`config.mk`:
```
export PLATFORM = sky130hd
export DESIGN_NAME = dcache_ctrl
export DESIGN_NICKNAME = d
export VERILOG_FILES = /design/src/dcache_pkg.sv /design/src/dcache_ctrl.sv
export VERILOG_INCLUDE_DIRS = /design/src /design/src/include
export SDC_FILE = /design/constraint.sdc
export NUM_CORES = 1
export LEC_CHECK = 0
export BUFFER_PORTS_ARGS = -buffer_cell sky130_fd_sc_hd__buf_2
export CORE_AREA = 2 2 320 322
export CTS_BUF_LIST = sky130_fd_sc_hd__clkbuf_4 sky130_fd_sc_hd__clkbuf_8 sky130_fd_sc_hd__clkbuf_16
export DETAILED_ROUTE_END_ITERATION = 8
export DIE_AREA = 0 0 322 324
export PLACE_DENSITY = 0.32
export SETUP_SLACK_MARGIN = 0.15
export SKIP_LAST_GASP = 1
export SYNTH_ARGS = -nofsm -noshare
export SYNTH_HDL_FRONTEND = slang
export SYNTH_SLANG_ARGS = --single-unit
```
`constraint.sdc`:
```
create_clock -name clk -period 1.8 [get_ports clk]
set_clock_uncertainty 0.2 [all_clocks]
set_input_delay 0.09 -clock clk [delete_from_list [all_inputs] [get_ports clk]]
set_output_delay 0.09 -clock clk [all_outputs]
set_load 0.005 [all_outputs]
```
`src/include/dcache_params.svh`:
```
`ifndef DCACHE_PARAMS_SVH
`define DCACHE_PARAMS_SVH

// cache geometry
`define DC_WAYS        2
`define DC_SETS        64
`define DC_LINE_WORDS  4
`define DC_ADDR_W      32

// address split
`define DC_OFS_W  ($clog2(`DC_LINE_WORDS) + 2)
`define DC_IDX_W  ($clog2(`DC_SETS))
`define DC_TAG_W  (`DC_ADDR_W - `DC_IDX_W - `DC_OFS_W)

`endif

```
`src/dcache_pkg.sv`:
```
`include "dcache_params.svh"

package dcache_pkg;

    typedef enum logic [1:0] {
        DC_BYTE = 2'd0,
        DC_HALF = 2'd1,
        DC_WORD = 2'd2
    } dc_size_e;

    // flat byte address, or split into lookup fields
    typedef union packed {
        logic [`DC_ADDR_W-1:0] raw;
        struct packed {
            logic [`DC_TAG_W-1:0] tag;
            logic [`DC_IDX_W-1:0] index;
            logic [`DC_OFS_W-3:0] word;
            logic [1:0]           byte_sel;
        } f;
    } dc_addr_u;

    typedef struct packed {
        logic        write;
        dc_size_e    size;
        logic        sign_ext;
        dc_addr_u    addr;
        logic [31:0] wdata;
    } dc_req_t;

    typedef struct packed {
        logic [31:0] rdata;
        logic        misaligned;
    } dc_resp_t;

    typedef struct packed {
        logic                  write;
        logic [`DC_ADDR_W-1:0] line_addr;
    } dc_mem_req_t;

    typedef logic [`DC_LINE_WORDS-1:0][31:0] dc_line_t;

endpackage

```
`src/dcache_ctrl.sv`:
```
`timescale 1ns/1ns
`include "dcache_params.svh"

module dcache_ctrl (
    input  logic                      clk,
    input  logic                      rst,
    input  dcache_pkg::dc_req_t       req,
    input  logic                      req_valid,
    output logic                      req_ready,
    output dcache_pkg::dc_req_t       req_buf,
    output dcache_pkg::dc_resp_t      resp,
    output logic                      resp_valid,
    input  logic                      hit,
    input  logic                      hit_way,
    input  logic                      victim_way,
    input  logic                      victim_dirty,
    input  logic [`DC_TAG_W-1:0]      victim_tag,
    output logic [`DC_IDX_W-1:0]      tag_idx,
    output logic                      tag_we,
    output logic                      tag_way,
    output logic                      tag_dirty_set,
    output logic                      lru_touch,
    output logic [`DC_IDX_W-1:0]      data_idx,
    output logic                      data_we,
    output logic                      data_way,
    output logic [`DC_LINE_WORDS-1:0] data_wstrb,
    output dcache_pkg::dc_line_t      data_wline,
    input  dcache_pkg::dc_line_t      line_rdata,
    input  logic [31:0]               ld_data,
    input  logic [31:0]               st_word,
    input  logic                      misaligned,
    output logic                      mp_start,
    output dcache_pkg::dc_mem_req_t   mp_cmd,
    output dcache_pkg::dc_line_t      mp_wline,
    input  dcache_pkg::dc_line_t      mp_rline,
    input  logic                      mp_done
);
    import dcache_pkg::*;

    typedef enum logic [2:0] {
        S_IDLE,
        S_LOOKUP,
        S_WB,
        S_REFILL,
        S_REPLAY
    } state_e;

    state_e               state;
    state_e               state_d;
    dc_req_t              req_q;
    logic [1:0]           lk_cnt;
    logic                 vway_q;
    logic [`DC_TAG_W-1:0] vtag_q;
    logic                 start_q;
    logic                 decide;
    logic                 st_hit;
    logic                 fill;

    // compare result is ready two edges into the lookup
    assign decide = (state == S_LOOKUP) && (lk_cnt == 2'd2);
    assign st_hit = decide && hit && req_q.write && !misaligned;
    assign fill   = (state == S_REFILL) && mp_done;

    always_comb begin
        state_d = state;
        case (state)
            S_IDLE:   if (req_valid) state_d = S_LOOKUP;
            S_LOOKUP: begin
                if (decide) begin
                    if (misaligned || hit) begin
                        state_d = S_IDLE;
                    end else if (victim_dirty) begin
                        state_d = S_WB;
                    end else begin
                        state_d = S_REFILL;
                    end
                end
            end
            S_WB:     if (mp_done) state_d = S_REFILL;
            S_REFILL: if (mp_done) state_d = S_REPLAY;
            default:  state_d = S_LOOKUP;
        endcase
    end

    always_ff @(posedge clk) begin
        if (rst) begin
            state   <= S_IDLE;
            req_q   <= '0;
            lk_cnt  <= '0;
            start_q <= 1'b0;
        end else begin
            state   <= state_d;
            start_q <= (state_d != state) && (state_d == S_WB || state_d == S_REFILL);
            if (state == S_IDLE && req_valid) begin
                req_q <= req;
            end
            if (state == S_LOOKUP && !decide) begin
                lk_cnt <= lk_cnt + 2'd1;
            end else begin
                lk_cnt <= '0;
            end
        end
    end

    always_ff @(posedge clk) begin
        if (decide) begin
            vway_q <= victim_way;
            vtag_q <= victim_tag;
        end
    end

    assign req_ready       = (state == S_IDLE);
    assign req_buf         = req_q;
    assign resp_valid      = decide && (misaligned || hit);
    assign resp.rdata      = ld_data;
    assign resp.misaligned = misaligned;

    assign tag_idx       = req_q.addr.f.index;
    assign tag_we        = st_hit || fill;
    assign tag_way       = fill ? vway_q : hit_way;
    assign tag_dirty_set = st_hit;
    assign lru_touch     = decide && hit && !misaligned;

    assign data_idx   = req_q.addr.f.index;
    assign data_we    = st_hit || fill;
    assign data_way   = (state == S_LOOKUP) ? (hit ? hit_way : victim_way) : vway_q;
    assign data_wstrb = fill ? {`DC_LINE_WORDS{1'b1}} : `DC_LINE_WORDS'(1) << req_q.addr.f.word;
    assign data_wline = fill ? mp_rline : {`DC_LINE_WORDS{st_word}};

    // writeback goes to the victim's own line address
    assign mp_start        = start_q;
    assign mp_cmd.write    = (state == S_WB);
    assign mp_cmd.line_addr = (state == S_WB) ?
        {vtag_q, req_q.addr.f.index, {`DC_OFS_W{1'b0}}} :
        {req_q.addr.raw[`DC_ADDR_W-1:`DC_OFS_W], {`DC_OFS_W{1'b0}}};
    assign mp_wline        = line_rdata;

    a_resp_one_cycle: assert property (@(posedge clk) disable iff (rst)
        resp_valid |=> !resp_valid);

    // a start follows a miss decision or a finished writeback
    a_start_on_entry: assert property (@(posedge clk) disable iff (rst)
        mp_start |-> (state == S_WB || state == S_REFILL) &&
                     ($past(decide) || $past(mp_done)));

endmodule

```
==> impl_metrics.py, run 1 <==
metrics = {
    "timing": {
        "maxSlewViolCount": 0,
        "finalCritPeriodShare_pct": 119.2,
        "rsz0062_at_grt": "true",
        "hold_slack_ns": 0.04046,
        "max_freq_mhz": 466.0,
        "period_minus_slack_ns": 2.146,
        "setup_viol": 251,
        "hold_viol": 0,
        "worst_slack_ns": -0.3459,
    },
    "route": {
        "drtIter0Drc": 275,
        "drc": 0,
        "drt_first_pass_iters": 5,
        "vias": 8694,
        "drtAntennaViolNets": 0,
        "wl_per_cell_um": 22.24,
        "wirelength_mm": 64.30,
        "vias_per_cell": 3.007,
    },
    "synth": {
        "synth-seq-cells": 97,
        "ys_top_cells_by_count": "nand2_1, buf_4, dfxtp_1, a21oi_1",
        "yosysTopAreaCell": "nand2_1",
        "yosys_warnings": 0,
        "ys_top_cells_by_area": "nand2_1, dfxtp_1, buf_4",
        "syn_area_mm2": 0.006259,
        "avgSynthCellArea_um2": 7.056,
        "syn_inst": 887,
        "post-synth-top-count-cell": "nand2_1",
        "synth_cell_types": 29,
        "async_reset_ff_share_pct": 0,
        "synth-main-ff-cell": "dfxtp_1",
        "ys_seq_area_share_pct": 34.71,
        "synth-edff-count": 23,
        "yosysTopAreaCellShare_pct": 25.91,
    },
    "cts": {
        "cts_buffers": 9,
        "root_buffer": "clkbuf_16",
        "insertion_delay_ns": 0.38,
        "tritoncts": "done",
        "htreeDepth": 3,
        "clk_pin_slew_ns": 0.08,
        "cts_buffer_depth": 2,
        "cts_sinks": 97,
    },
    "worst_setup_path": {
        "cp.required_ns": 1.51,
        "path_max_fanout": 6,
        "crit_arrival_ns": 1.86,
        "cp-start-kind": "flip-flop",
        "critical_path_class": "reg -> out",
        "worstSetupEndpointType": "output pin",
    },
    "die": {
        "die_y_um": 324,
        "io-pin-count": 834,
        "die_w_um": 322,
        "initial_core_util_pct": 6.196,
        "core_area_mm2": 0.1010,
        "dieArea_mm2": 0.1043,
        "rows": 117,
    },
    "hold_path": {
        "hp-class": "in -> reg",
    },
    "place": {
        "dp.final_hpwl_mm": 51.51,
        "place.gp.congestion": 0.8311,
        "pre_cts_ws_ns": -0.1163,
        "placed_area_mm2": 0.009519,
        "port_buffers": 509,
        "dp.cells": 2531,
    },
    "global_routing": {
        "gr-total-overflow": 0,
        "antenna_found_initial": 60,
        "grt-busiest-layer": "met2",
        "grt.total_usage_pct": 10.94,
        "grt_pass1_wl_mm": 75.83,
        "gr-usage-met2_pct": 16.88,
        "grt_pass1_vias": 8337,
        "grt_util_met3_pct": 6.568,
        "grt_max_degree": 51,
        "grtUsageMet1_pct": 12.26,
    },
    "final_layout": {
        "area_delta_synth_final_pct": 151.3,
        "fin_area_mm2": 0.01573,
        "instances_no_fill": 2891,
        "drive_gt1_share_pct": 62.67,
        "nets": 1974,
    },
    "pwr": {
        "cellLeakagePower_uw": 0.007153,
        "ir_worst_vdd_v": 0.0006106,
        "p_per_area_mw_per_mm2": 444.1,
    },
    "outcome": {
        "violations": "negative setup slack",
        "status": "finished with violations",
    },
    "flow_run": {
        "drv_cap": 0,
    },
}
## critical path, cell delays in order (launching register included)
cell     delay, ns
dfxtp_2       0.34
buf_6         0.12
nor3b_4       0.22
buf_6         0.18
buf_12        0.15
mux2_4        0.32
buf_6         0.13
## power by group
group	switching (uW)	total [uW]	leakage [uW]	internal, uW
sequential	118	2440	0.000815	2320
clock	1010	2090	0.000148	1080
combinational	1140	2460	0.00619	1320
total	2270	6980	0.00715	4720
## timing repair
action,in CTS,in global routing
cloned,6,19
gates resized for setup,222,387
setup endpoints to repair,254,257
hold buffers,256,0
buffers inserted,24,16
hold endpoints to repair,255,0
pin swaps,56,139
## metrics by stage
stage               setup TNS (ns)  total power [uW]  utilization (%)
floorplan                        0              3132                -
global placement           -0.3572              3729            9.424
detailed placement         -0.3179              3723            9.424
CTS                         -59.42              6584            13.48
global route                -80.43              7329            15.55
finish                      -60.93              6985            15.57
## state kept, by name, indices dropped and copies added (netlist names)
register,flops
state,3
lk_cnt,2
req_buf,62
vtag_q,22
data_idx,6
vway_q,1
mp_start,1
## final timing paths
check	start	end	slack, ns	depth (start not counted)
setup / recovery	state[2]$_SDFF_PP0_	mp_cmd[20]	-0.35	6
hold / removal	misaligned	mp_start$_SDFF_PP0_	0.04	4
setup reg to reg	state[0]$_SDFF_PP0_	req_buf[5]$_SDFFE_PP0P_	-0.31	8
hold reg to reg	lk_cnt[0]$_SDFF_PP0_	lk_cnt[0]$_SDFF_PP0_	0.22	1
## placed cells by master, fill, tap and decap left out, types with 9 or more instances in the layout
cell,instances
edfxtp_1,23
buf_16,9
buf_8,19
buf_4,22
buf_2,453
nand2_1,208
mux2_4,23
buf_6,77
nand2_2,106
a21oi_2,66
buf_12,34
nand2_4,112
clkbuf_16,24
dfxtp_1,71
dlygate4sd3_1,256
diode_2,23
## routing by layer
layer  share of wire, %  vias up
li1                   -     3976
met1                 37     4031
met2                 45      539
met3                 14      120
met4                3.8       28
met5               0.30        -
## cell type report
| cell class | instances | area [um2] |
|---|---|---|
| Fill cell | 11580 | 85280 |
| Timing Repair Buffer | 884 | 7426 |
| Multi-Input combinational cell | 558 | 4104 |
| Sequential cell | 97 | 2176 |
| Tap cell | 1309 | 1638 |
| Clock buffer | 11 | 264.0 |
| Antenna cell | 23 | 57.56 |
| Clock inverter | 5 | 42.54 |
| Inverter | 4 | 18.77 |
## logic make-up after synthesis
| kind of cell | Yosys count | synth area share, % |
|---|---|---|
| AOI/OAI and AO/OA | 78 | 6.337 |
| buffers and inverters | 235 | 26.11 |
| adders and majority gates | 1 | 0.1999 |
| and+or+nand+nor | 450 | 28.13 |
| DFF | 97 | 34.71 |
| other | 1 | 0.05992 |
| xor gates and xnor gates | 1 | 0.1400 |
| muxes | 24 | 4.318 |
Note: power is estimated with default switching activity, not from simulation.
==> run 2: changes to the inputs <==
- SKIP_CTS_REPAIR_TIMING: unset -> 1
==> run 2 against run 1 <==
Net effect:
- the flow finishes with violations (negative hold slack, negative setup slack)
- maximum frequency up 0.37%
- count of clock-buffer cells in the layout is the same
- die area did not move
- via count fell by 0.15%
- first-iteration DRC count is 11% lower
- critical endpoint unchanged
- global-route usage is 0.56 points lower
- largest cell class unchanged
- cell count fell by 0.31%
- hold slack lost 0.066 ns
- total power down 1.4%
- flip-flop and latch count is the same
==> impl_metrics.py, run 2 (synthesized netlist as in run 1, its figures left out) <==
metrics = {
    "route": {
        "drtAntennaViolNets": 0,
        "drc": 0,
        "drt_first_pass_iters": 5,
        "vias_per_cell": 3.012,
        "wl_per_cell_um": 22.24,
        "drtIter0Drc": 244,
        "vias": 8681,
        "wirelength_mm": 64.09,
    },
    "timing": {
        "rsz0062_at_grt": "true",
        "hold_viol": 1,
        "maxSlewViolCount": 0,
        "finalCritPeriodShare_pct": 118.8,
        "hold_slack_ns": -0.02557,
        "period_minus_slack_ns": 2.138,
        "max_freq_mhz": 467.7,
        "worst_slack_ns": -0.3380,
        "setup_viol": 229,
    },
    "worst_setup_path": {
        "path_max_fanout": 6,
        "cp_slowest_stage_delay_ns": 0.34,
        "worstSetupEndpointType": "output pin",
        "critical_path.slowest_cell": "dfxtp_2",
        "r2r_start": "state[0]$_SDFF_PP0_",
        "r2r_cells": 8,
        "path_cells": "buf_6, nor3b_4, buf_12, buf_12, mux2_4, buf_6",
        "crit_arrival_ns": 1.85,
        "critical_path_class": "reg -> out",
        "timing.rr.end": "req_buf[5]$_SDFFE_PP0P_",
        "cp-start-kind": "flip-flop",
        "cp.required_ns": 1.51,
        "r2r_slack_ns": -0.27,
    },
    "global_routing": {
        "antenna_found_initial": 69,
        "grt_pass1_wl_mm": 70.17,
        "grt_max_degree": 51,
        "grt_pass1_vias": 7101,
        "gr-total-overflow": 0,
        "grt.total_usage_pct": 10.38,
    },
    "outcome": {
        "status": "finished with violations",
        "violations": "negative hold slack, negative setup slack",
    },
    "final_layout": {
        "nFillCells": 11610,
        "nets": 1955,
        "drive_gt1_share_pct": 61.56,
        "final_common_cell": "buf_2",
        "instances_no_fill": 2882,
        "area_delta_synth_final_pct": 143.9,
        "largest_reg_flops": 62,
        "final_cell_mix": "buf_2, dlygate4sd3_1, nand2_1, nand2_4, nand2_2",
    },
    "die": {
        "dieArea_mm2": 0.1043,
        "rows": 117,
        "die_w_um": 322,
        "core_area_mm2": 0.1010,
        "io-pin-count": 834,
        "initial_core_util_pct": 6.196,
        "die_y_um": 324,
    },
    "place": {
        "place.gp.congestion": 0.8311,
        "dp.final_hpwl_mm": 51.51,
        "dp.cells": 2531,
        "port_buffers": 509,
    },
    "cts": {
        "cts_buffers": 9,
        "cts_sinks": 97,
        "htreeDepth": 3,
        "root_buffer": "clkbuf_16",
        "clk_pin_slew_ns": 0.08,
        "insertion_delay_ns": 0.39,
        "cts_buffer_depth": 2,
        "tritoncts": "done",
    },
    "hold_path": {
        "hp-class": "in -> reg",
        "worstHoldPathCells": 4,
        "hold_start": "mp_done",
        "hold_end": "state[0]$_SDFF_PP0_",
    },
    "pwr": {
        "p_per_area_mw_per_mm2": 451.1,
        "cellLeakagePower_uw": 0.006974,
        "finalPower_uw": 6885,
        "ir_worst_vdd_v": 0.0006148,
    },
    "flow_run": {
        "drv_cap": 0,
    },
}
==> run 2: changes by cell type in the layout (fill, tap and decap cells not counted), moves of 4 or more <==
cell	delta
buf_4	+5
mux2_4	-4
buf_2	+12
diode_2	+10
mux2_2	+4
buf_16	-7
buf_6	-25
buf_8	-7
nand2_1	+11
nand2_2	-11
==> run 2: cell type report <==
type / count / area [um2] / area share, %
repair buffers: 865 / 7009 / 45.92
inverters: 4 / 18.77 / 0.1230
clock inverters: 5 / 42.54 / 0.2787
clock buffers: 11 / 264.0 / 1.730
flip-flops and latches: 97 / 2180 / 14.28
multi-input cells: 558 / 4029 / 26.40
diodes: 33 / 82.58 / 0.5410
well taps: 1309 / 1638 / 10.73
==> run 2: critical path: cells and delay by family (launching register included) <==
kind / cells / cell delay (ns)
DFF: 1 / 0.34
and+or+nand+nor: 1 / 0.22
muxes: 1 / 0.31
buffers and inverters: 4 / 0.56
==> run 2: per-stage QoR <==
step / setup WS, ns / setup TNS (ns) / hold slack (ns) / instance area (um2) / util [%]
6_report: -0.3380 / -58.40 / -0.02557 / 15260 / 15.11
2_1_floorplan: 0.08049 / 0 / -0.01113 / 6287 / -
5_1_grt: -0.4077 / -71.64 / 0.02381 / 15220 / 15.07
4_1_cts: -0.5711 / -55.47 / -0.3522 / 9826 / 9.727
3_3_place_gp: -0.1333 / -0.3572 / -0.01997 / 9519 / 9.424
3_5_place_dp: -0.1163 / -0.3179 / -0.01997 / 9519 / 9.424
==> run 2: how the worst max path moves through the flow <==
| stage | from | endpoint | slack [ns] | cells past startpoint |
|---|---|---|---|---|
| after floorplan | state[2]$_SDFF_PP0_ | req_buf[10]$_SDFFE_PP0P_ | 0.08 | 7 |
| after global placement | state[1]$_SDFF_PP0_ | data_wline[5] | -0.13 | 7 |
| after detailed placement | state[1]$_SDFF_PP0_ | data_wline[101] | -0.12 | 6 |
| after CTS | state[1]$_SDFF_PP0_ | data_wline[101] | -0.57 | 6 |
| after global routing | state[0]$_SDFF_PP0_ | mp_cmd[26] | -0.41 | 6 |
| final | state[0]$_SDFF_PP0_ | mp_cmd[20] | -0.34 | 6 |
==> run 2: layer usage <==
metal	share of wire [%]	wire length, um	global-route usage [%]	vias up
met5	0.30	190	0	-
met4	3.8	2430	3.873	30
met3	13	8647	9.471	145
met2	45	28730	15.84	549
met1	38	24090	9.821	4010
li1	-	-	-	3947
==> run 2: power breakdown <==
group	internal, uW	switching [uW]
registers	2320	122
logic	1250	1100
clock network	1080	1020
