$ cat config.mk
export PLATFORM = sky130hd
export DESIGN_NAME = dcache_mem_port
export DESIGN_NICKNAME = d
export VERILOG_FILES = /design/src/dcache_pkg.sv /design/src/dcache_mem_port.sv
export VERILOG_INCLUDE_DIRS = /design/src /design/src/include
export SDC_FILE = /design/constraint.sdc
export NUM_CORES = 1
export LEC_CHECK = 0
export ABC_CLOCK_PERIOD_IN_PS = 5880
export BUFFER_PORTS_ARGS = -buffer_cell sky130_fd_sc_hd__buf_2
export CORE_AREA = 2 2 154 156
export CTS_CLUSTER_SIZE = 12
export DETAILED_ROUTE_END_ITERATION = 16
export DIE_AREA = 0 0 156 158
export PLACE_DENSITY = 0.7
export SYNTH_ARGS = -nofsm -noshare
export SYNTH_HDL_FRONTEND = slang
export SYNTH_SLANG_ARGS = --single-unit
$ cat constraint.sdc
create_clock -name clk -period 5.88 [get_ports clk]
set_input_delay 0.588 -clock clk [delete_from_list [all_inputs] [get_ports clk]]
set_output_delay 0.588 -clock clk [all_outputs]
set_load 0.05 [all_outputs]
$ cat src/include/dcache_params.svh
`ifndef DCACHE_PARAMS_SVH
`define DCACHE_PARAMS_SVH

// cache geometry
`define DC_WAYS        2
`define DC_SETS        64
`define DC_LINE_WORDS  4
`define DC_ADDR_W      32

// address split
`define DC_OFS_W  ($clog2(`DC_LINE_WORDS) + 2)
`define DC_IDX_W  ($clog2(`DC_SETS))
`define DC_TAG_W  (`DC_ADDR_W - `DC_IDX_W - `DC_OFS_W)

`endif

$ cat src/dcache_pkg.sv
`include "dcache_params.svh"

package dcache_pkg;

    typedef enum logic [1:0] {
        DC_BYTE = 2'd0,
        DC_HALF = 2'd1,
        DC_WORD = 2'd2
    } dc_size_e;

    // flat byte address, or split into lookup fields
    typedef union packed {
        logic [`DC_ADDR_W-1:0] raw;
        struct packed {
            logic [`DC_TAG_W-1:0] tag;
            logic [`DC_IDX_W-1:0] index;
            logic [`DC_OFS_W-3:0] word;
            logic [1:0]           byte_sel;
        } f;
    } dc_addr_u;

    typedef struct packed {
        logic        write;
        dc_size_e    size;
        logic        sign_ext;
        dc_addr_u    addr;
        logic [31:0] wdata;
    } dc_req_t;

    typedef struct packed {
        logic [31:0] rdata;
        logic        misaligned;
    } dc_resp_t;

    typedef struct packed {
        logic                  write;
        logic [`DC_ADDR_W-1:0] line_addr;
    } dc_mem_req_t;

    typedef logic [`DC_LINE_WORDS-1:0][31:0] dc_line_t;

endpackage

$ cat src/dcache_mem_port.sv
`timescale 1ns/1ns
`include "dcache_params.svh"

module dcache_mem_port (
    input  logic                    clk,
    input  logic                    rst,
    input  logic                    start,
    input  dcache_pkg::dc_mem_req_t cmd,
    input  dcache_pkg::dc_line_t    wline,
    output dcache_pkg::dc_line_t    rline,
    output logic                    done,
    output dcache_pkg::dc_mem_req_t mem_req,
    output logic                    mem_req_valid,
    input  logic                    mem_req_ready,
    output logic [31:0]             mem_wdata,
    output logic                    mem_wvalid,
    input  logic                    mem_wready,
    input  logic [31:0]             mem_rdata,
    input  logic                    mem_rvalid,
    input  logic                    mem_rlast
);
    import dcache_pkg::*;

    typedef enum logic [1:0] {
        P_IDLE,
        P_CMD,
        P_WR,
        P_RD
    } pstate_e;

    pstate_e                          state;
    logic [$clog2(`DC_LINE_WORDS)-1:0] cnt;
    dc_mem_req_t                      cmd_q;
    dc_line_t                         wline_q;
    dc_line_t                         rline_q;

    always_ff @(posedge clk) begin
        if (rst) begin
            state <= P_IDLE;
            cnt   <= '0;
            done  <= 1'b0;
        end else begin
            done <= 1'b0;
            case (state)
                P_IDLE: begin
                    if (start) begin
                        state <= P_CMD;
                    end
                end
                P_CMD: begin
                    if (mem_req_ready) begin
                        state <= cmd_q.write ? P_WR : P_RD;
                        cnt   <= '0;
                    end
                end
                P_WR: begin
                    if (mem_wready) begin
                        cnt <= cnt + 1'b1;
                        if (cnt == `DC_LINE_WORDS - 1) begin
                            state <= P_IDLE;
                            done  <= 1'b1;
                        end
                    end
                end
                default: begin
                    if (mem_rvalid) begin
                        cnt <= cnt + 1'b1;
                        if (mem_rlast) begin
                            state <= P_IDLE;
                            done  <= 1'b1;
                        end
                    end
                end
            endcase
        end
    end

    // command and line held while the bus stalls
    always_ff @(posedge clk) begin
        if (start && state == P_IDLE) begin
            cmd_q   <= cmd;
            wline_q <= wline;
        end
        if (state == P_RD && mem_rvalid) begin
            rline_q[cnt] <= mem_rdata;
        end
    end

    assign mem_req       = cmd_q;
    assign mem_req_valid = (state == P_CMD);
    assign mem_wvalid    = (state == P_WR);
    assign mem_wdata     = wline_q[cnt];
    assign rline         = rline_q;

    a_rvalid_in_read: assert property (@(posedge clk) disable iff (rst)
        mem_rvalid |-> state == P_RD);

endmodule

==> results of run 1 <==
==> placed cells by master (no fill, tap or decap), types with 3 or more instances in the layout <==
master / instances
buf_2: 395
edfxtp_1: 289
clkbuf_16: 29
mux4_2: 28
ha_1: 10
diode_2: 6
buf_4: 6
nand2b_1: 5
inv_1: 4
mux4_1: 4
nor2b_1: 4
and3_1: 3
a21oi_1: 3
clkinv_1: 3
dfxtp_1: 3
==> per-layer routing <==
metal  vias up  global-route usage [%]  part of all wire, %
met4         2                    5.24                  2.2
met5         -                       0                0.059
met1      2609                    19.3                   35
li1       2425                       -                    -
met3        46                    6.10                   10
met2       301                    30.2                   52
==> cell usage after synthesis, drive strengths merged <==
master	instances
o21ba	1
and2	1
inv	4
nor2	1
a211oi	1
o31ai	2
and3b	1
nand4b	1
o21bai	2
mux4	32
nand3	1
buf	8
mux2i	2
edfxtp	289
nand4	2
a2111oi	1
dfxtp	5
a21oi	3
nand2	1
ha	10
and3	4
nor2b	4
nand2b	5
==> metrics by stage <==
| step | area [um2] | util (%) |
|---|---|---|
| finish | 13100 | 56.8 |
| floorplan | 9980 | - |
| global route | 13100 | 56.8 |
| global placement | 12300 | 53.3 |
| detailed placement | 12300 | 53.3 |
| CTS | 13100 | 56.8 |
==> worst paths after layout <==
path / startpoint / to / slack [ns]
worst max-delay path: cnt[0]$_SDFFE_PP0P_ / mem_wdata[7] / 2.79
worst max register to register: state[1]$_SDFFE_PP0P_ / wline_q[72]$_DFFE_PP_ / 3.24
worst min register to register: state[1]$_SDFFE_PP0P_ / state[1]$_SDFFE_PP0P_ / 0.56
worst min-delay path: wline[30] / wline_q[30]$_DFFE_PP_ / 0.21
==> sequential cells by signal, indices dropped and copies added (netlist names) <==
name	count
mem_req	33
done	1
cnt	2
wline_q	128
state	2
rline	128
==> power by group <==
| part | switching (uW) | total (uW) | leakage, uW | internal, uW |
|---|---|---|---|---|
| logic | 829 | 1160 | 0.00194 | 333 |
| registers | 91.2 | 2700 | 0.00273 | 2610 |
| clock network | 705 | 1630 | 0.000396 | 924 |
| total | 1630 | 5490 | 0.00507 | 3860 |
==> cell families (layout without fill, tap and decap cells) <==
kind of cell             count (synthesis)  count (layout)  synth area share (%)
AO/OA/AOI/OAI                           10              10                 0.903
adder cells (fa/ha/maj)                 10              10                  1.25
buffers and inverters                   12             443                  1.02
flip-flops                             294             294                  88.0
multiplexers                            34              34                  7.57
other                                    0               6                     0
AND/OR/NAND/NOR                         21              21                  1.30
==> final cells by class <==
type                    instances  share of cell area, %
clock buffers                  31                   5.59
flip-flops and latches        294                   67.0
diodes                          6                  0.115
well taps                     290                   2.77
clock inverters                 7                  0.544
repair buffers                401                   15.4
inverters                       4                  0.115
multi-input cells              75                   8.43
==> impl_metrics.toml, run 1 <==
[run_status]
status = "complete, no violations"

[clock_network]
cts-root-buf = "clkbuf_16"
post-cts-setup-buffers = 0
clkSinkCount = 294
numCtsBuffers = 29
cts-resized-gates = 0
clk_latency_ns = 0.55
clockBufferDepth = 3
cts_tree = "built"
htree_levels = 1
hold_buffers = 0
clkTransAtPathRegs_ns = 0.06

[synthesis]
yosysWarningCount = 0
yosysTopAreaCellShare_pct = 86.9
synthCells = 381
ys_seq_area_share_pct = 88.0
yosys-top-cells-area = "edfxtp_1 (87%), mux4_2 (6.3%), ha_1 (1.3%), mux4_1 (1.1%), dfxtp_1 (1.0%)"
syn-num-nets = 591
yosysUniqueCellTypes = 27
netlist_area_mm2 = 0.00998
ys_ff_latch = 294
yosysTopAreaCell = "edfxtp_1"
syn_area_per_cell_um2 = 26.2

[timing]
max-slew-margin-rel_pct = 34.5
period_needed_ns = 3.09
fin_setup_tns_ns = 0
skew_ns = 0.0176
hold_violations = 0
rsz0062_at_grt = "false"
tightest_slew_ns = 0.983
finalCritPeriodShare_pct = 52.5
setup_viol = 0
setup_ws_ns = 2.79
maxSlewViolCount = 0
hold_slack_ns = 0.209
fmax_ghz = 0.324

[worst_setup_path]
ff2ff_path_depth = 4
startpoint_type = "flip-flop"
worstSetupEndpointType = "output port"
worstPathCellList = "buf_4, mux4_1, buf_2"
critPathMaxStageDelay_ns = 0.63
cp_max_fo = 25
crit_family = "buffers and inverters"
cp_num_buf_inv = 2
cpMaxStageDelayCell = "mux4_1"
criticalPathCategory = "flip-flop to output port"
critPathArrivalTime_ns = 2.50
worst-path-stages = 3
required_ns = 5.29

[die]
die_x_um = 156
die_h_um = 158
row_count = 56
core_mm2 = 0.0231
ios = 396
die_area_mm2 = 0.0246
initial_core_util_pct = 43.3

[global_route]
overflow = 0
grt_pass1_wl_um = 31100
gr-usage-all-layers_pct = 17.0
grt_max_degree = 73
first_global_vias = 5476
grt_antenna_before_repair = 8

[power]
power_density_mw_per_mm2 = 419
finalPower_uw = 5490
p_leak_uw = 0.00507
ir_worst_vdd_mv = 0.279

[routing]
post_drt_via_cell_ratio = 4.86
vias = 5383
ant_nets = 0
drc = 0
totalWireLength_um = 22200
dr.pass1.iters = 4
post_drt_wl_per_cell_um = 20.0
drt_iter0_drc = 260

[placement]
io_buffers = 395
gp_routability_congestion = 0.787
dp_cells = 1064
post-place-ws_ns = 3.21
hpwl_um = 16000

[finish]
area_growth_pct = 31.3
fillers = 1713
ff_latch_area_mm2 = 0.00878
nNetsFinal = 1015
multi_input_area_mm2 = 0.00110
drive_gt1_share_pct = 57.6
stdcell_count = 1108

[hold_path]
hold_class = "input pin to flip-flop"
worstHoldPathCells = 1

[flow_run]
maxCapViolCount = 0
Note: power is estimated with default switching activity, not from simulation.
==> run 2, diff against run 1 <==
--- a/config.mk
+++ b/config.mk
@@ -6,13 +6,13 @@
 export SDC_FILE = /design/constraint.sdc
 export NUM_CORES = 1
 export LEC_CHECK = 0
-export ABC_CLOCK_PERIOD_IN_PS = 5880
+export ABC_AREA = 1
+export ABC_CLOCK_PERIOD_IN_PS = 2490
 export BUFFER_PORTS_ARGS = -buffer_cell sky130_fd_sc_hd__buf_2
-export CORE_AREA = 2 2 154 156
+export CORE_UTILIZATION = 44
 export CTS_CLUSTER_SIZE = 12
 export DETAILED_ROUTE_END_ITERATION = 16
-export DIE_AREA = 0 0 156 158
-export PLACE_DENSITY = 0.7
+export PLACE_DENSITY = 0.73
 export SYNTH_ARGS = -nofsm -noshare
 export SYNTH_HDL_FRONTEND = slang
 export SYNTH_SLANG_ARGS = --single-unit
==> constraint.sdc (replaced) <==
create_clock -name clk -period 2.49 [get_ports clk]
set_input_delay 0.249 -clock clk [delete_from_list [all_inputs] [get_ports clk]]
set_output_delay 0.249 -clock clk [all_outputs]
set_load 0.05 [all_outputs]
==> impl_metrics.toml, run 2 <==
[die]
ios = 396
die_x_um = 153
row_count = 55
core_mm2 = 0.0226
die_area_mm2 = 0.0235
die_h_um = 153
initial_core_util_pct = 44.7

[clock_network]
htree_levels = 1
post-cts-setup-buffers = 0
clkTransAtPathRegs_ns = 0.06
clkSinkCount = 294
clockBufferDepth = 3
clk_latency_ns = 0.54
cts_tree = "built"
cts-root-buf = "clkbuf_16"
numCtsBuffers = 29

[routing]
vias = 7543
totalWireLength_um = 30400
post_drt_wl_per_cell_um = 20.6
dr.pass1.iters = 6
drt_iter0_drc = 602
drc = 0
post_drt_via_cell_ratio = 5.12
ant_nets = 0

[placement]
dp_cells = 1223
io_buffers = 395
hpwl_um = 16600
gp_routability_congestion = 0.853

[synthesis]
yosysWarningCount = 0
synthSimpleGateAreaFrac_pct = 3.98
yosys-top-cells-area = "edfxtp_1 (86%), nor2_1 (3.2%), o21ai_0 (2.0%), o22ai_1 (2.0%), o21ai_1 (1.3%)"
synthXorXnorAreaFrac_pct = 0
syn_area_per_cell_um2 = 18.5
yosysUniqueCellTypes = 17
ys.flop_type = "edfxtp_1"
ys_top_cells_by_count = "edfxtp_1 (289), nor2_1 (86), o21ai_0 (41)"
syn-num-nets = 756
ys_ff_latch = 294
yosysTopAreaCellShare_pct = 86.0
async_flop_share_pct = 0
synthCells = 546
yosysMostFrequentCell = "edfxtp_1"
synth_edf_count = 289
synthAdderAreaFrac_pct = 1.24
synth_compound_area_share_pct = 5.41
ys_seq_area_share_pct = 87.0
muxShareOfSynthArea_pct = 0
netlist_area_mm2 = 0.0101
synth_top_family_by_area = "compound AO/OA/AOI/OAI gates"
yosysTopAreaCell = "edfxtp_1"

[global_route]
grt_max_degree = 56
first_global_vias = 7915
grt_antenna_before_repair = 6
overflow = 0
gr-usage-all-layers_pct = 25.0
grt_pass1_wl_um = 44600

[timing]
rsz0062_at_grt = "false"
tightest_slew_ns = 0.535
max-slew-margin-rel_pct = 64.2
hold_violations = 0
skew_ns = 0.0149
period_needed_ns = 2.42
setup_viol = 0
fmax_ghz = 0.414
hold_slack_ns = 0.145
maxSlewViolCount = 0
finalCritPeriodShare_pct = 97.1

[worst_setup_path]
critPathArrivalTime_ns = 2.17
required_ns = 2.24
criticalPathCategory = "flip-flop to output port"
startpoint_type = "flip-flop"
worstSetupEndpointType = "output port"
cp_max_fo = 48

[finish]
area_growth_pct = 51.2
nNetsFinal = 1374
drive_gt1_share_pct = 38.9
final_cell_mix = "buf_2 (395), edfxtp_1 (289), dlygate4sd3_1 (195)"
stdcell_count = 1472
multi_input_area_mm2 = 0.00112
final_common_cell = "buf_2"
fillers = 1488
ff_latch_area_mm2 = 0.00878

[run_status]
status = "complete, no violations"

[power]
p_leak_uw = 0.00607
power_density_mw_per_mm2 = 1010
ir_worst_vdd_mv = 0.842

[flow_run]
maxCapViolCount = 0

[hold_path]
hold_class = "input pin to flip-flop"
==> run 2: cell count changes in the layout (fill, tap and decap cells not counted), sizes merged, moves of 13 or more <==
cell         delta
o21ai          +68
nor2           +85
dlygate4sd3   +195
nand2          +13
o22ai          +32
mux4           -32
==> run 2: metrics by stage <==
stage	worst slack (ns)	util (%)	setup TNS (ns)	total power, uW	instance area, um2
finish	0.0731	67.6	0	15400	15300
global route	0.0368	67.6	0	15900	15300
CTS	0.0347	67.5	0	15200	15200
detailed placement	0.621	55.3	0	11200	12500
global placement	0.673	55.3	0	11100	12500
floorplan	-0.939	-	-152.74	10000	10100
==> run 2: metal layers <==
layer  part of all wire [%]  GRT usage [%]
met4                    3.6           10.2
met3                    9.4           5.22
met1                     34           28.1
met5                      0              0
met2                     53           46.2
==> run 2: path summary, 6_finish.rpt <==
| check | end | from | cells past startpoint | slack, ns |
|---|---|---|---|---|
| setup / recovery | mem_wdata[15] | cnt[0]$_SDFFE_PP0P_ | 4 | 0.07 |
| hold / removal | state[0]$_SDFFE_PP0P_ | start | 6 | 0.15 |
| setup reg to reg | done$_SDFF_PP0_ | cnt[1]$_SDFFE_PP0P_ | 6 | 0.56 |
| hold reg to reg | state[1]$_SDFFE_PP0P_ | state[1]$_SDFFE_PP0P_ | 2 | 0.50 |
==> run 2: timing repair <==
action                                  CTS  global route
hold buffers                            195             0
endpoints found under the hold margin   292             0
gates resized for setup                   0             1
endpoints found under the setup margin    0             1
==> run 2: final cells by class <==
cell class	instances	area share, %
clock inverters	5	0.172
clock buffers	42	5.14
multi-input cells	216	7.36
diodes	7	0.115
well taps	285	2.34
inverters	16	0.435
repair buffers	607	26.9
flip-flops and latches	294	57.6
==> run 2: critical path: stages, from the launching register on <==
cell and delay [ns]:
dfxtp_2 0.38, buf_6 0.32, o21ai_0 0.26, o22ai_1 0.33
buf_2 0.33
==> run 2: kinds of logic after synthesis <==
logic type / after synthesis
compound gates: 101
buf+inv: 36
flops: 294
simple gates: 105
fa+ha+maj: 10
==> run 2: report_power, final <==
group	total [uW]	internal (uW)	switching (uW)
sequential	6430	6210	220
clock	3890	2160	1730
combinational	5070	1280	3780
==> run 3, diff against run 2 <==
--- a/config.mk
+++ b/config.mk
@@ -8,11 +8,12 @@
 export LEC_CHECK = 0
 export ABC_AREA = 1
 export ABC_CLOCK_PERIOD_IN_PS = 2490
-export BUFFER_PORTS_ARGS = -buffer_cell sky130_fd_sc_hd__buf_2
-export CORE_UTILIZATION = 44
+export CORE_AREA = 2 2 154 156
 export CTS_CLUSTER_SIZE = 12
 export DETAILED_ROUTE_END_ITERATION = 16
-export PLACE_DENSITY = 0.73
+export DIE_AREA = 0 0 156 158
+export DONT_BUFFER_PORTS = 1
+export PLACE_DENSITY = 0.58
 export SYNTH_ARGS = -nofsm -noshare
 export SYNTH_HDL_FRONTEND = slang
 export SYNTH_SLANG_ARGS = --single-unit
==> impl_metrics.toml, run 3 <==
[run_status]
status = "aborted with a tool error"
lastStage = "clock tree synthesis (4_1_cts)"
error = "[ERROR RSZ-0060] Max buffer count reached."

[placement]
gp_routability_congestion = 0.806
io_buffers = 0
dpl_cell_area_mm2 = 0.0107
hpwl_um = 14700

[synthesis]
yosysMostFrequentCell = "edfxtp_1"
async_flop_share_pct = 0
yosysTopAreaCell = "edfxtp_1"
ys_ff_latch = 294
netlist_area_mm2 = 0.0101
yosysWarningCount = 0
yosys-top-cells-area = "edfxtp_1 (86%), nor2_1 (3.2%), o21ai_0 (2.0%), o22ai_1 (2.0%), o21ai_1 (1.3%)"
ys_seq_area_share_pct = 87.0
synthCells = 546
ys_top_cells_by_count = "edfxtp_1 (289), nor2_1 (86), o21ai_0 (41)"
synth_edf_count = 289
yosysTopAreaCellShare_pct = 86.0
syn_area_per_cell_um2 = 18.5
yosysUniqueCellTypes = 17
ys.flop_type = "edfxtp_1"
syn-num-nets = 756

[die]
die_x_um = 156
die_h_um = 158
initial_core_util_pct = 43.8
row_count = 56
ios = 396

[clock_network]
hold_buffers = 183
post-cts-setup-buffers = 0
clockBufferDepth = 3
cts-root-buf = "clkbuf_16"
cts-resized-gates = 0
clkSinkCount = 294
numCtsBuffers = 30
htree_levels = 1
==> run 3: cell counts after synthesis <==
No cell type changed its count.
==> run 3: cells by family after synthesis <==
group	Yosys count	synth area share (%)
flops	294	87.0
buf+inv	36	2.36
simple gates	105	3.98
compound gates	101	5.41
fa+ha+maj	10	1.24
==> run 3: metrics by stage <==
stage	instances	setup slack (ns)
floorplan	546	-0.939
global placement	863	0.639
detailed placement	863	0.596
