<file path="config.mk">
export PLATFORM = sky130hd
export DESIGN_NAME = dcache_align
export DESIGN_NICKNAME = d
export VERILOG_FILES = /design/src/dcache_pkg.sv /design/src/dcache_align.sv
export VERILOG_INCLUDE_DIRS = /design/src /design/src/include
export SDC_FILE = /design/constraint.sdc
export NUM_CORES = 1
export LEC_CHECK = 0
export BUFFER_PORTS_ARGS = -buffer_cell sky130_fd_sc_hd__buf_2
export CORE_AREA = 2 2 102 104
export DETAILED_ROUTE_END_ITERATION = 10
export DIE_AREA = 0 0 104 106
export GPL_ROUTABILITY_DRIVEN = 0
export PLACE_DENSITY_LB_ADDON = 0.1
export SLEW_MARGIN = 25
export SYNTH_ARGS = -nofsm -noshare
export SYNTH_HDL_FRONTEND = slang
export SYNTH_SLANG_ARGS = --single-unit
</file>
<file path="constraint.sdc">
create_clock -name vclk -period 3.6
set_clock_uncertainty 0.05 [all_clocks]
set_input_delay 0.72 -clock vclk [all_inputs]
set_output_delay 0.72 -clock vclk [all_outputs]
set_load 0.02 [all_outputs]
</file>
<file path="src/include/dcache_params.svh">
`ifndef DCACHE_PARAMS_SVH
`define DCACHE_PARAMS_SVH

// cache geometry
`define DC_WAYS        2
`define DC_SETS        64
`define DC_LINE_WORDS  4
`define DC_ADDR_W      32

// address split
`define DC_OFS_W  ($clog2(`DC_LINE_WORDS) + 2)
`define DC_IDX_W  ($clog2(`DC_SETS))
`define DC_TAG_W  (`DC_ADDR_W - `DC_IDX_W - `DC_OFS_W)

`endif

</file>
<file path="src/dcache_pkg.sv">
`include "dcache_params.svh"

package dcache_pkg;

    typedef enum logic [1:0] {
        DC_BYTE = 2'd0,
        DC_HALF = 2'd1,
        DC_WORD = 2'd2
    } dc_size_e;

    // flat byte address, or split into lookup fields
    typedef union packed {
        logic [`DC_ADDR_W-1:0] raw;
        struct packed {
            logic [`DC_TAG_W-1:0] tag;
            logic [`DC_IDX_W-1:0] index;
            logic [`DC_OFS_W-3:0] word;
            logic [1:0]           byte_sel;
        } f;
    } dc_addr_u;

    typedef struct packed {
        logic        write;
        dc_size_e    size;
        logic        sign_ext;
        dc_addr_u    addr;
        logic [31:0] wdata;
    } dc_req_t;

    typedef struct packed {
        logic [31:0] rdata;
        logic        misaligned;
    } dc_resp_t;

    typedef struct packed {
        logic                  write;
        logic [`DC_ADDR_W-1:0] line_addr;
    } dc_mem_req_t;

    typedef logic [`DC_LINE_WORDS-1:0][31:0] dc_line_t;

endpackage

</file>
<file path="src/dcache_align.sv">
`timescale 1ns/1ns

module dcache_align (
    input  dcache_pkg::dc_req_t  req,
    input  dcache_pkg::dc_line_t line,
    output logic [31:0]          ld_data,
    output logic [31:0]          st_word,
    output logic                 misaligned
);
    import dcache_pkg::*;

    logic [31:0] word;
    logic [31:0] shifted;
    logic [31:0] mask;
    logic [4:0]  sh;

    assign word    = line[req.addr.f.word];
    assign sh      = {req.addr.f.byte_sel, 3'b000};
    assign shifted = word >> sh;

    always_comb begin
        case (req.size)
            DC_BYTE: begin
                ld_data = {{24{req.sign_ext & shifted[7]}}, shifted[7:0]};
                mask    = 32'h0000_00ff << sh;
            end
            DC_HALF: begin
                ld_data = {{16{req.sign_ext & shifted[15]}}, shifted[15:0]};
                mask    = 32'h0000_ffff << sh;
            end
            default: begin
                ld_data = word;
                mask    = 32'hffff_ffff;
            end
        endcase
    end

    // store bytes land on top of the old word
    assign st_word = (word & ~mask) | ((req.wdata << sh) & mask);

    always_comb begin
        case (req.size)
            DC_BYTE: misaligned = 1'b0;
            DC_HALF: misaligned = req.addr.raw[0];
            default: misaligned = |req.addr.raw[1:0];
        endcase
    end

endmodule

</file>
==> impl_metrics.py, run 1 <==
metrics = {
    "status": {
        "status": "finished clean",
    },
    "synth": {
        "synth_nets": 486,
        "synth_top_area_share_pct": 28.3,
        "seq_area_frac_synth_pct": 0,
        "synth_top_family_by_area": "multiplexers",
        "synth_cell_type_count": 35,
        "synth_mux_area_share_pct": 50.1,
        "yosys.area_share.xor_xnor_pct": 0.367,
        "synth_area_leaders": "mux4_2, mux2i_1, mux2_2",
        "yosys.area_share.simple_pct": 18.7,
        "yosysTopAreaCell": "mux4_2",
        "syn_inst": 290,
        "synthAdderAreaFrac_pct": 0,
        "avgSynthCellArea_sq_um": 8.23,
        "synth_compound_area_share_pct": 24.9,
        "yosys_warnings": 0,
        "synthesis.area_sq_mm": 0.00239,
    },
    "power": {
        "p_sw_mw": 0.383,
        "pwr-share-clk_pct": 0,
        "pwr-share-seq_pct": 0,
        "combPwrFrac_pct": 100.0,
        "switching_share_pct": 56.7,
        "p_leak_nw": 1.88,
        "powerDensity_mw_per_mm2": 180,
        "p_int_mw": 0.292,
        "max-vdd-ir-drop_mv": 0.0556,
    },
    "placement": {
        "place_ws_ns": 0.0902,
        "dpl.cell_count": 646,
        "dp_hpwl_microns": 9990,
        "io_buffers": 232,
        "placed_area_sq_mm": 0.00374,
    },
    "cells_and_area": {
        "final-seq-area_sq_um": 0,
        "fillers": 1154,
        "final_cells": 646,
        "area_delta_synth_final_pct": 57.0,
        "n_sequential_cell": 0,
        "clkbuf_count": 0,
        "final_area_sq_mm": 0.00375,
        "layout-drive-gt1-share_pct": 61.2,
        "fin_nets": 708,
        "insertedDiodeCount": 0,
    },
    "drt": {
        "ant_nets": 0,
        "vias": 3307,
        "drc": 0,
        "dr.pass1.iters": 4,
        "drtIter0Drc": 182,
        "drt-total-wl_microns": 11800,
        "vias_per_cell": 5.12,
        "wl_per_cell_microns": 18.2,
    },
    "setup_path": {
        "startpoint_type": "input pin",
        "cpPeakStageDelay_ns": 0.34,
        "endpoint_kind": "primary output",
        "slowest_stage": "a222oi_1",
        "cpMostUsedCell": "buf_2",
        "path_cells": "buf_2 > buf_6 > mux2i_1 > a222oi_1 > buf_4 > nand3_1 > a211oi_1 > buf_2",
        "critPathMaxFanout": 22,
        "crit_required_ns": 2.83,
        "crit_path_start": "req[35]",
        "crit_arrival_ns": 2.65,
        "critPathKind": "input pin to primary output",
        "crit_end": "ld_data[12]",
    },
    "global_routing": {
        "use_met3_pct": 2.45,
        "top_usage_layer": "met2",
        "overflow": 0,
        "gr-usage-met2_pct": 35.6,
        "grt_pass1_wl_microns": 17700,
        "antenna_found_initial": 0,
        "track_usage_pct": 20.0,
        "grt_util_met1_pct": 27.3,
        "grt_pass1_vias": 3251,
        "grt_max_degree": 45,
    },
    "timing": {
        "min_period_ns": 3.42,
        "setup_viol": 0,
        "rsz0062_at_grt": "no",
        "hold_violations": 0,
        "drv_slew": 0,
        "setup_ws_ns": 0.183,
        "slew-limit-headroom_pct": 56.4,
        "worst_pin_slew_ns": 0.651,
        "fmax_ghz": 0.293,
        "setup-tns-final_ns": 0,
        "period_share_pct": 94.9,
    },
    "cts": {
        "post_cts_buffers": 0,
        "postCtsHoldBufs": 0,
    },
    "die": {
        "chipHeight_microns": 106,
        "die_w_microns": 104,
        "io_pins": 261,
        "start_util_pct": 23.9,
        "core_area_sq_mm": 0.0100,
        "fp-row-count": 37,
        "dieArea_sq_mm": 0.0110,
    },
    "flow_run": {
        "maxCapViolCount": 0,
    },
    "worst_hold_path": {
        "hold_path_class": "input pin to primary output",
    },
}
synth_stat cells (2+ instances only):
cell type   n
a221oi_1    7
or2_2       2
a211oi_1   15
nor2b_1    18
buf_4       3
nor2_1      7
o21ai_0    16
a222oi_1    2
and2_1      2
mux2_2     23
buf_1       5
nand3_1    18
clkbuf_1   16
nand2_1    41
a21oi_1    13
a32oi_1     2
mux2i_1    26
a22o_1      8
a21oi_2     2
o31ai_1     8
a22oi_1     7
buf_2       7
mux4_2     30
critical path, delay by kind of cell:
kind / cells / cell delay, ns
muxes: 1 / 0.11
and+or+nand+nor: 1 / 0.25
buffers and inverters: 4 / 0.91
AOI/OAI and AO/OA: 2 / 0.65
layout make-up:
class,count,area (sq um),share of cell area (%)
Multi-Input combinational cell,257,2250,60.0
Tap cell,136,170,4.54
Inverter,2,7.51,0.200
Timing Repair Buffer,251,1320,35.2
how the worst min path moves through the flow:
stage	start	depth (start not counted)	slack (ns)	endpoint
floorplan	req[0]	1	1.61	st_word[0]
global placement	req[7]	3	1.77	st_word[7]
detailed placement	req[7]	3	1.78	st_word[7]
CTS	req[7]	3	1.78	st_word[7]
global route	req[7]	3	1.80	st_word[7]
finish	req[7]	3	1.77	st_word[7]
metal layers:
metal / vias up / part of all wire (%)
met1: 1565 / 43
met5: - / 0
li1: 1598 / -
met3: 4 / 7.1
met2: 140 / 49
met4: 0 / 0.48
cell families after synthesis:
| kind of cell | after synthesis |
|---|---|
| buf+inv | 33 |
| xor+xnor | 1 |
| compound gates | 84 |
| simple gates | 93 |
| mux | 79 |
through the flow:
stage / utilization (%) / power [mW] / hold WS [ns]
after floorplan: - / 0.403 / 1.61
after global placement: 37.4 / 0.673 / 1.77
after detailed placement: 37.4 / 0.677 / 1.78
after CTS: 37.4 / 0.680 / 1.78
after global routing: 37.5 / 0.729 / 1.80
final: 37.5 / 0.676 / 1.77
cells in the final DEF, fill, tap and decap left out, types with 8 or more instances in the layout:
cell and instances:
nand2_1 41, a22o_1 8, mux2i_1 26, mux4_2 30
a21oi_1 13, buf_4 17, a211oi_1 15, buf_2 232
mux2_2 23, nor2b_1 18, nand3_1 18, o21ai_0 16
o31ai_1 8
power by group through the flow:
| stage | sequential (mW) | combinational, mW | clock [mW] |
|---|---|---|---|
| 2_1_floorplan | 0 | 0.403 | 0 |
| 3_3_place_gp | 0 | 0.673 | 0 |
| 3_5_place_dp | 0 | 0.677 | 0 |
| 4_1_cts | 0 | 0.680 | 0 |
| 5_1_grt | 0 | 0.729 | 0 |
| 6_report | 0 | 0.676 | 0 |
what timing repair did:
action / CTS / global route
resized for setup: 0 / 2
endpoints found under the setup margin: 0 / 5
hold endpoints to repair: 0 / 0
Power figures use the tool's default switching activity.
==> run 2, diff against run 1 <==
- clock period: 3.6 -> 3.18 ns (I/O delays scaled with it)
==> impl_metrics.py, run 2 (synthesis gave the netlist of run 1 again) <==
metrics = {
    "drt": {
        "vias_per_cell": 4.94,
        "drtIter0Drc": 176,
        "drt-total-wl_microns": 11600,
        "ant_nets": 0,
        "wl_per_cell_microns": 17.4,
        "drc": 0,
        "vias": 3287,
        "dr.pass1.iters": 4,
    },
    "global_routing": {
        "track_usage_pct": 19.7,
        "grt_pass1_vias": 3297,
        "antenna_found_initial": 0,
        "overflow": 0,
        "grt_max_degree": 34,
        "grt_pass1_wl_microns": 17500,
    },
    "setup_path": {
        "crit_end": "ld_data[8]",
        "crit_path_start": "req[34]",
        "crit_required_ns": 2.49,
        "crit_arrival_ns": 2.36,
        "startpoint_type": "input pin",
        "critPathMaxFanout": 11,
        "endpoint_kind": "primary output",
        "critPathKind": "input pin to primary output",
    },
    "timing": {
        "fmax_ghz": 0.328,
        "drv_slew": 0,
        "period_share_pct": 95.8,
        "min_period_ns": 3.05,
        "whs_ns": 1.61,
        "slew-limit-headroom_pct": 60.5,
        "hold_violations": 0,
        "setup_viol": 0,
        "worst_pin_slew_ns": 0.592,
    },
    "power": {
        "p_int_mw": 0.361,
        "p_leak_nw": 1.99,
        "pwr-share-seq_pct": 0,
        "max-vdd-ir-drop_mv": 0.0671,
        "combPwrFrac_pct": 100.0,
        "pwr-share-clk_pct": 0,
        "powerDensity_mw_per_mm2": 203,
        "switching_share_pct": 54.8,
        "p_sw_mw": 0.438,
    },
    "cells_and_area": {
        "layout-drive-gt1-share_pct": 63.0,
        "fin_nets": 728,
        "clkbuf_count": 0,
        "final-seq-area_sq_um": 0,
        "mostFrequentLayoutCells": "buf_2, nand2_1, buf_4",
        "final_common_cell": "buf_2",
        "final_area_sq_mm": 0.00393,
        "area_delta_synth_final_pct": 64.8,
        "n_sequential_cell": 0,
        "fillers": 1121,
        "insertedDiodeCount": 0,
    },
    "placement": {
        "dp_hpwl_microns": 9980,
        "placed_area_sq_mm": 0.00390,
        "io_buffers": 232,
    },
    "worst_hold_path": {
        "min_from": "req[0]",
        "hold_path_class": "input pin to primary output",
    },
    "die": {
        "core_area_sq_mm": 0.0100,
        "die_w_microns": 104,
        "io_pins": 261,
        "fp-row-count": 37,
        "chipHeight_microns": 106,
        "dieArea_sq_mm": 0.0110,
        "start_util_pct": 23.9,
    },
    "flow_run": {
        "maxCapViolCount": 0,
    },
    "cts": {
        "postCtsHoldBufs": 0,
    },
    "status": {
        "status": "finished clean",
    },
}
[run 2: cell count changes in the layout (fill, tap and decap cells not counted)]
cell / previous run / this run
a221oi_1: 7 / 6
nand3_2: 0 / 1
buf_12: 1 / 3
nand3_1: 18 / 17
a221oi_2: 0 / 1
buf_4: 17 / 35
[run 2: worst min-delay path by stage]
stage | to | slack, ns | cells after the start
3_5_place_dp | st_word[7] | 1.61 | 3
5_1_grt | st_word[0] | 1.63 | 3
6_report | st_word[0] | 1.61 | 3
3_3_place_gp | st_word[7] | 1.61 | 3
2_1_floorplan | st_word[0] | 1.44 | 1
4_1_cts | st_word[7] | 1.61 | 3
[run 2: final cells by class]
cell class	count	area, sq um	area share (%)
Inverter	2	7.51	0.191
Multi-Input combinational cell	257	2260	57.5
Timing Repair Buffer	271	1500	38.0
Tap cell	136	170	4.33
[run 2: metrics by stage]
stage          setup TNS [ns]  total power, mW  utilization, %  setup slack, ns  instances
2_1_floorplan               0            0.456               -            0.126        290
6_report                    0            0.799            39.3            0.134        666
5_1_grt              -0.00735            0.866            39.3         -0.00735        666
4_1_cts                     0            0.801            39.0           0.0371        664
3_3_place_gp           -0.226            0.795            39.0          -0.0429        664
3_5_place_dp           -0.550            0.797            39.0           -0.116        664
[run 2: worst max-delay path, cell delays in order]
cell and delay, ns:
buf_2 0.13, buf_12 0.16, mux4_2 0.57, mux2_2 0.31, a221oi_1 0.26, a211oi_1 0.09, buf_2 0.19
[run 2: timing repair]
action	in CTS	in global routing
buffers inserted	0	2
cloned	0	0
gates resized for setup	1	3
pin swaps	0	2
setup endpoints to repair	7	7
[run 2: power groups by stage]
stage	combinational (mW)	clock [mW]	sequential, mW
6_report	0.799	0	0
5_1_grt	0.866	0	0
4_1_cts	0.801	0	0
3_5_place_dp	0.797	0	0
3_3_place_gp	0.795	0	0
2_1_floorplan	0.456	0	0
[run 2: metal layers]
metal	routed length, microns	GRT usage, %	part of all wire [%]
met3	808	2.76	7.0
met4	27	0.386	0.23
met5	0	0	0
met2	5650	35.3	49
met1	5080	26.6	44
==> run 3, diff against run 2 <==
- RECOVER_POWER: unset -> 25
- SLEW_MARGIN: 25 -> 20
==> impl_metrics.py, run 3 (synthesis gave the netlist of run 1 again) <==
metrics = {
    "die": {
        "fp-row-count": 37,
        "start_util_pct": 23.9,
        "io_pins": 261,
        "die_w_microns": 104,
        "core_area_sq_mm": 0.0100,
        "dieArea_sq_mm": 0.0110,
        "chipHeight_microns": 106,
    },
    "timing": {
        "slew-limit-headroom_pct": 60.6,
        "drv_slew": 0,
        "hold_violations": 0,
        "setup_ws_ns": 0.131,
        "fmax_ghz": 0.328,
        "worst_pin_slew_ns": 0.590,
        "period_share_pct": 95.9,
        "setup-tns-final_ns": 0,
        "min_period_ns": 3.05,
        "setup_viol": 0,
    },
    "cells_and_area": {
        "fin_nets": 728,
        "final_cells": 666,
        "final_area_sq_mm": 0.00391,
        "mostFrequentLayoutCells": "buf_2, nand2_1, buf_4",
        "layout-drive-gt1-share_pct": 60.9,
        "fillers": 1126,
        "insertedDiodeCount": 0,
        "clkbuf_count": 0,
        "final-seq-area_sq_um": 0,
        "n_sequential_cell": 0,
        "final_common_cell": "buf_2",
        "area_delta_synth_final_pct": 64.0,
    },
    "power": {
        "p_leak_nw": 1.95,
        "switching_share_pct": 55.3,
        "pwr-share-seq_pct": 0,
        "p_sw_mw": 0.439,
        "combPwrFrac_pct": 100.0,
        "max-vdd-ir-drop_mv": 0.0670,
        "pwr-share-clk_pct": 0,
        "p_int_mw": 0.355,
        "powerDensity_mw_per_mm2": 203,
    },
    "setup_path": {
        "critPathMaxFanout": 11,
        "crit_arrival_ns": 2.36,
        "startpoint_type": "input pin",
        "critPathKind": "input pin to primary output",
        "endpoint_kind": "primary output",
        "crit_end": "ld_data[8]",
        "crit_required_ns": 2.49,
        "crit_path_start": "req[34]",
    },
    "drt": {
        "ant_nets": 0,
        "drtIter0Drc": 174,
        "vias_per_cell": 4.94,
        "drc": 0,
        "vias": 3287,
        "dr.pass1.iters": 4,
        "wl_per_cell_microns": 17.4,
        "drt-total-wl_microns": 11600,
    },
    "placement": {
        "dpl.cell_count": 664,
        "placed_area_sq_mm": 0.00390,
        "place_ws_ns": -0.116,
        "io_buffers": 232,
        "dp_hpwl_microns": 9980,
    },
    "worst_hold_path": {
        "hold_path_class": "input pin to primary output",
        "min_path_cells": 3,
    },
    "global_routing": {
        "antenna_found_initial": 0,
        "overflow": 0,
        "grt_pass1_wl_microns": 17500,
        "track_usage_pct": 19.7,
        "grt_pass1_vias": 3297,
        "grt_max_degree": 34,
    },
    "status": {
        "status": "finished clean",
    },
    "flow_run": {
        "maxCapViolCount": 0,
    },
    "cts": {
        "postCtsHoldBufs": 0,
    },
}
-- run 3: cell count changes in the layout (fill, tap and decap cells not counted) --
| cell | delta |
|---|---|
| buf_2 | -11 |
| clkbuf_1 | +11 |
| clkbuf_2 | +2 |
| buf_4 | -2 |
-- run 3: repair_timing --
item / in CTS / in global routing
setup buffers: 0 / 2
endpoints found under the setup margin: 7 / 7
pin swaps: 0 / 2
hold endpoints to repair: 0 / 0
resized for setup: 1 / 3
-- run 3: cell type report --
type               count  area [sq um]  share of cell area (%)
multi-input cells    257          2260                    57.7
inverters              2          7.51                   0.192
well taps            136           170                    4.35
repair buffers       271          1480                    37.7
-- run 3: through the flow --
stage               utilization [%]  hold slack [ns]  total power, mW
floorplan                         -             1.44            0.456
global placement               39.0             1.61            0.795
detailed placement             39.0             1.61            0.797
CTS                            39.0             1.61            0.801
global route                   39.1             1.63            0.861
finish                         39.1             1.61            0.795
-- run 3: worst min-delay path by stage --
stage | startpoint | end | slack, ns
floorplan | req[0] | st_word[0] | 1.44
global placement | req[7] | st_word[7] | 1.61
detailed placement | req[7] | st_word[7] | 1.61
CTS | req[7] | st_word[7] | 1.61
global route | req[0] | st_word[0] | 1.63
finish | req[0] | st_word[0] | 1.61
-- run 3: routing by layer --
layer	vias to the layer above	wire length (microns)	GRT usage, %
met2	139	5650	35.3
met1	1510	5100	26.6
li1	1636	-	-
met5	-	0	0
met3	2	829	2.76
met4	0	27	0.386
-- run 3: critical path, stage by stage --
cell      delay (ns)
buf_2           0.13
buf_12          0.16
mux4_2          0.57
mux2_2          0.31
a221oi_1        0.26
a211oi_1        0.09
buf_2           0.19
-- run 3: power groups by stage --
stage,logic (mW),registers (mW),clock network (mW)
after floorplan,0.456,0,0
after global placement,0.795,0,0
after detailed placement,0.797,0,0
after CTS,0.801,0,0
after global routing,0.861,0,0
final,0.795,0,0
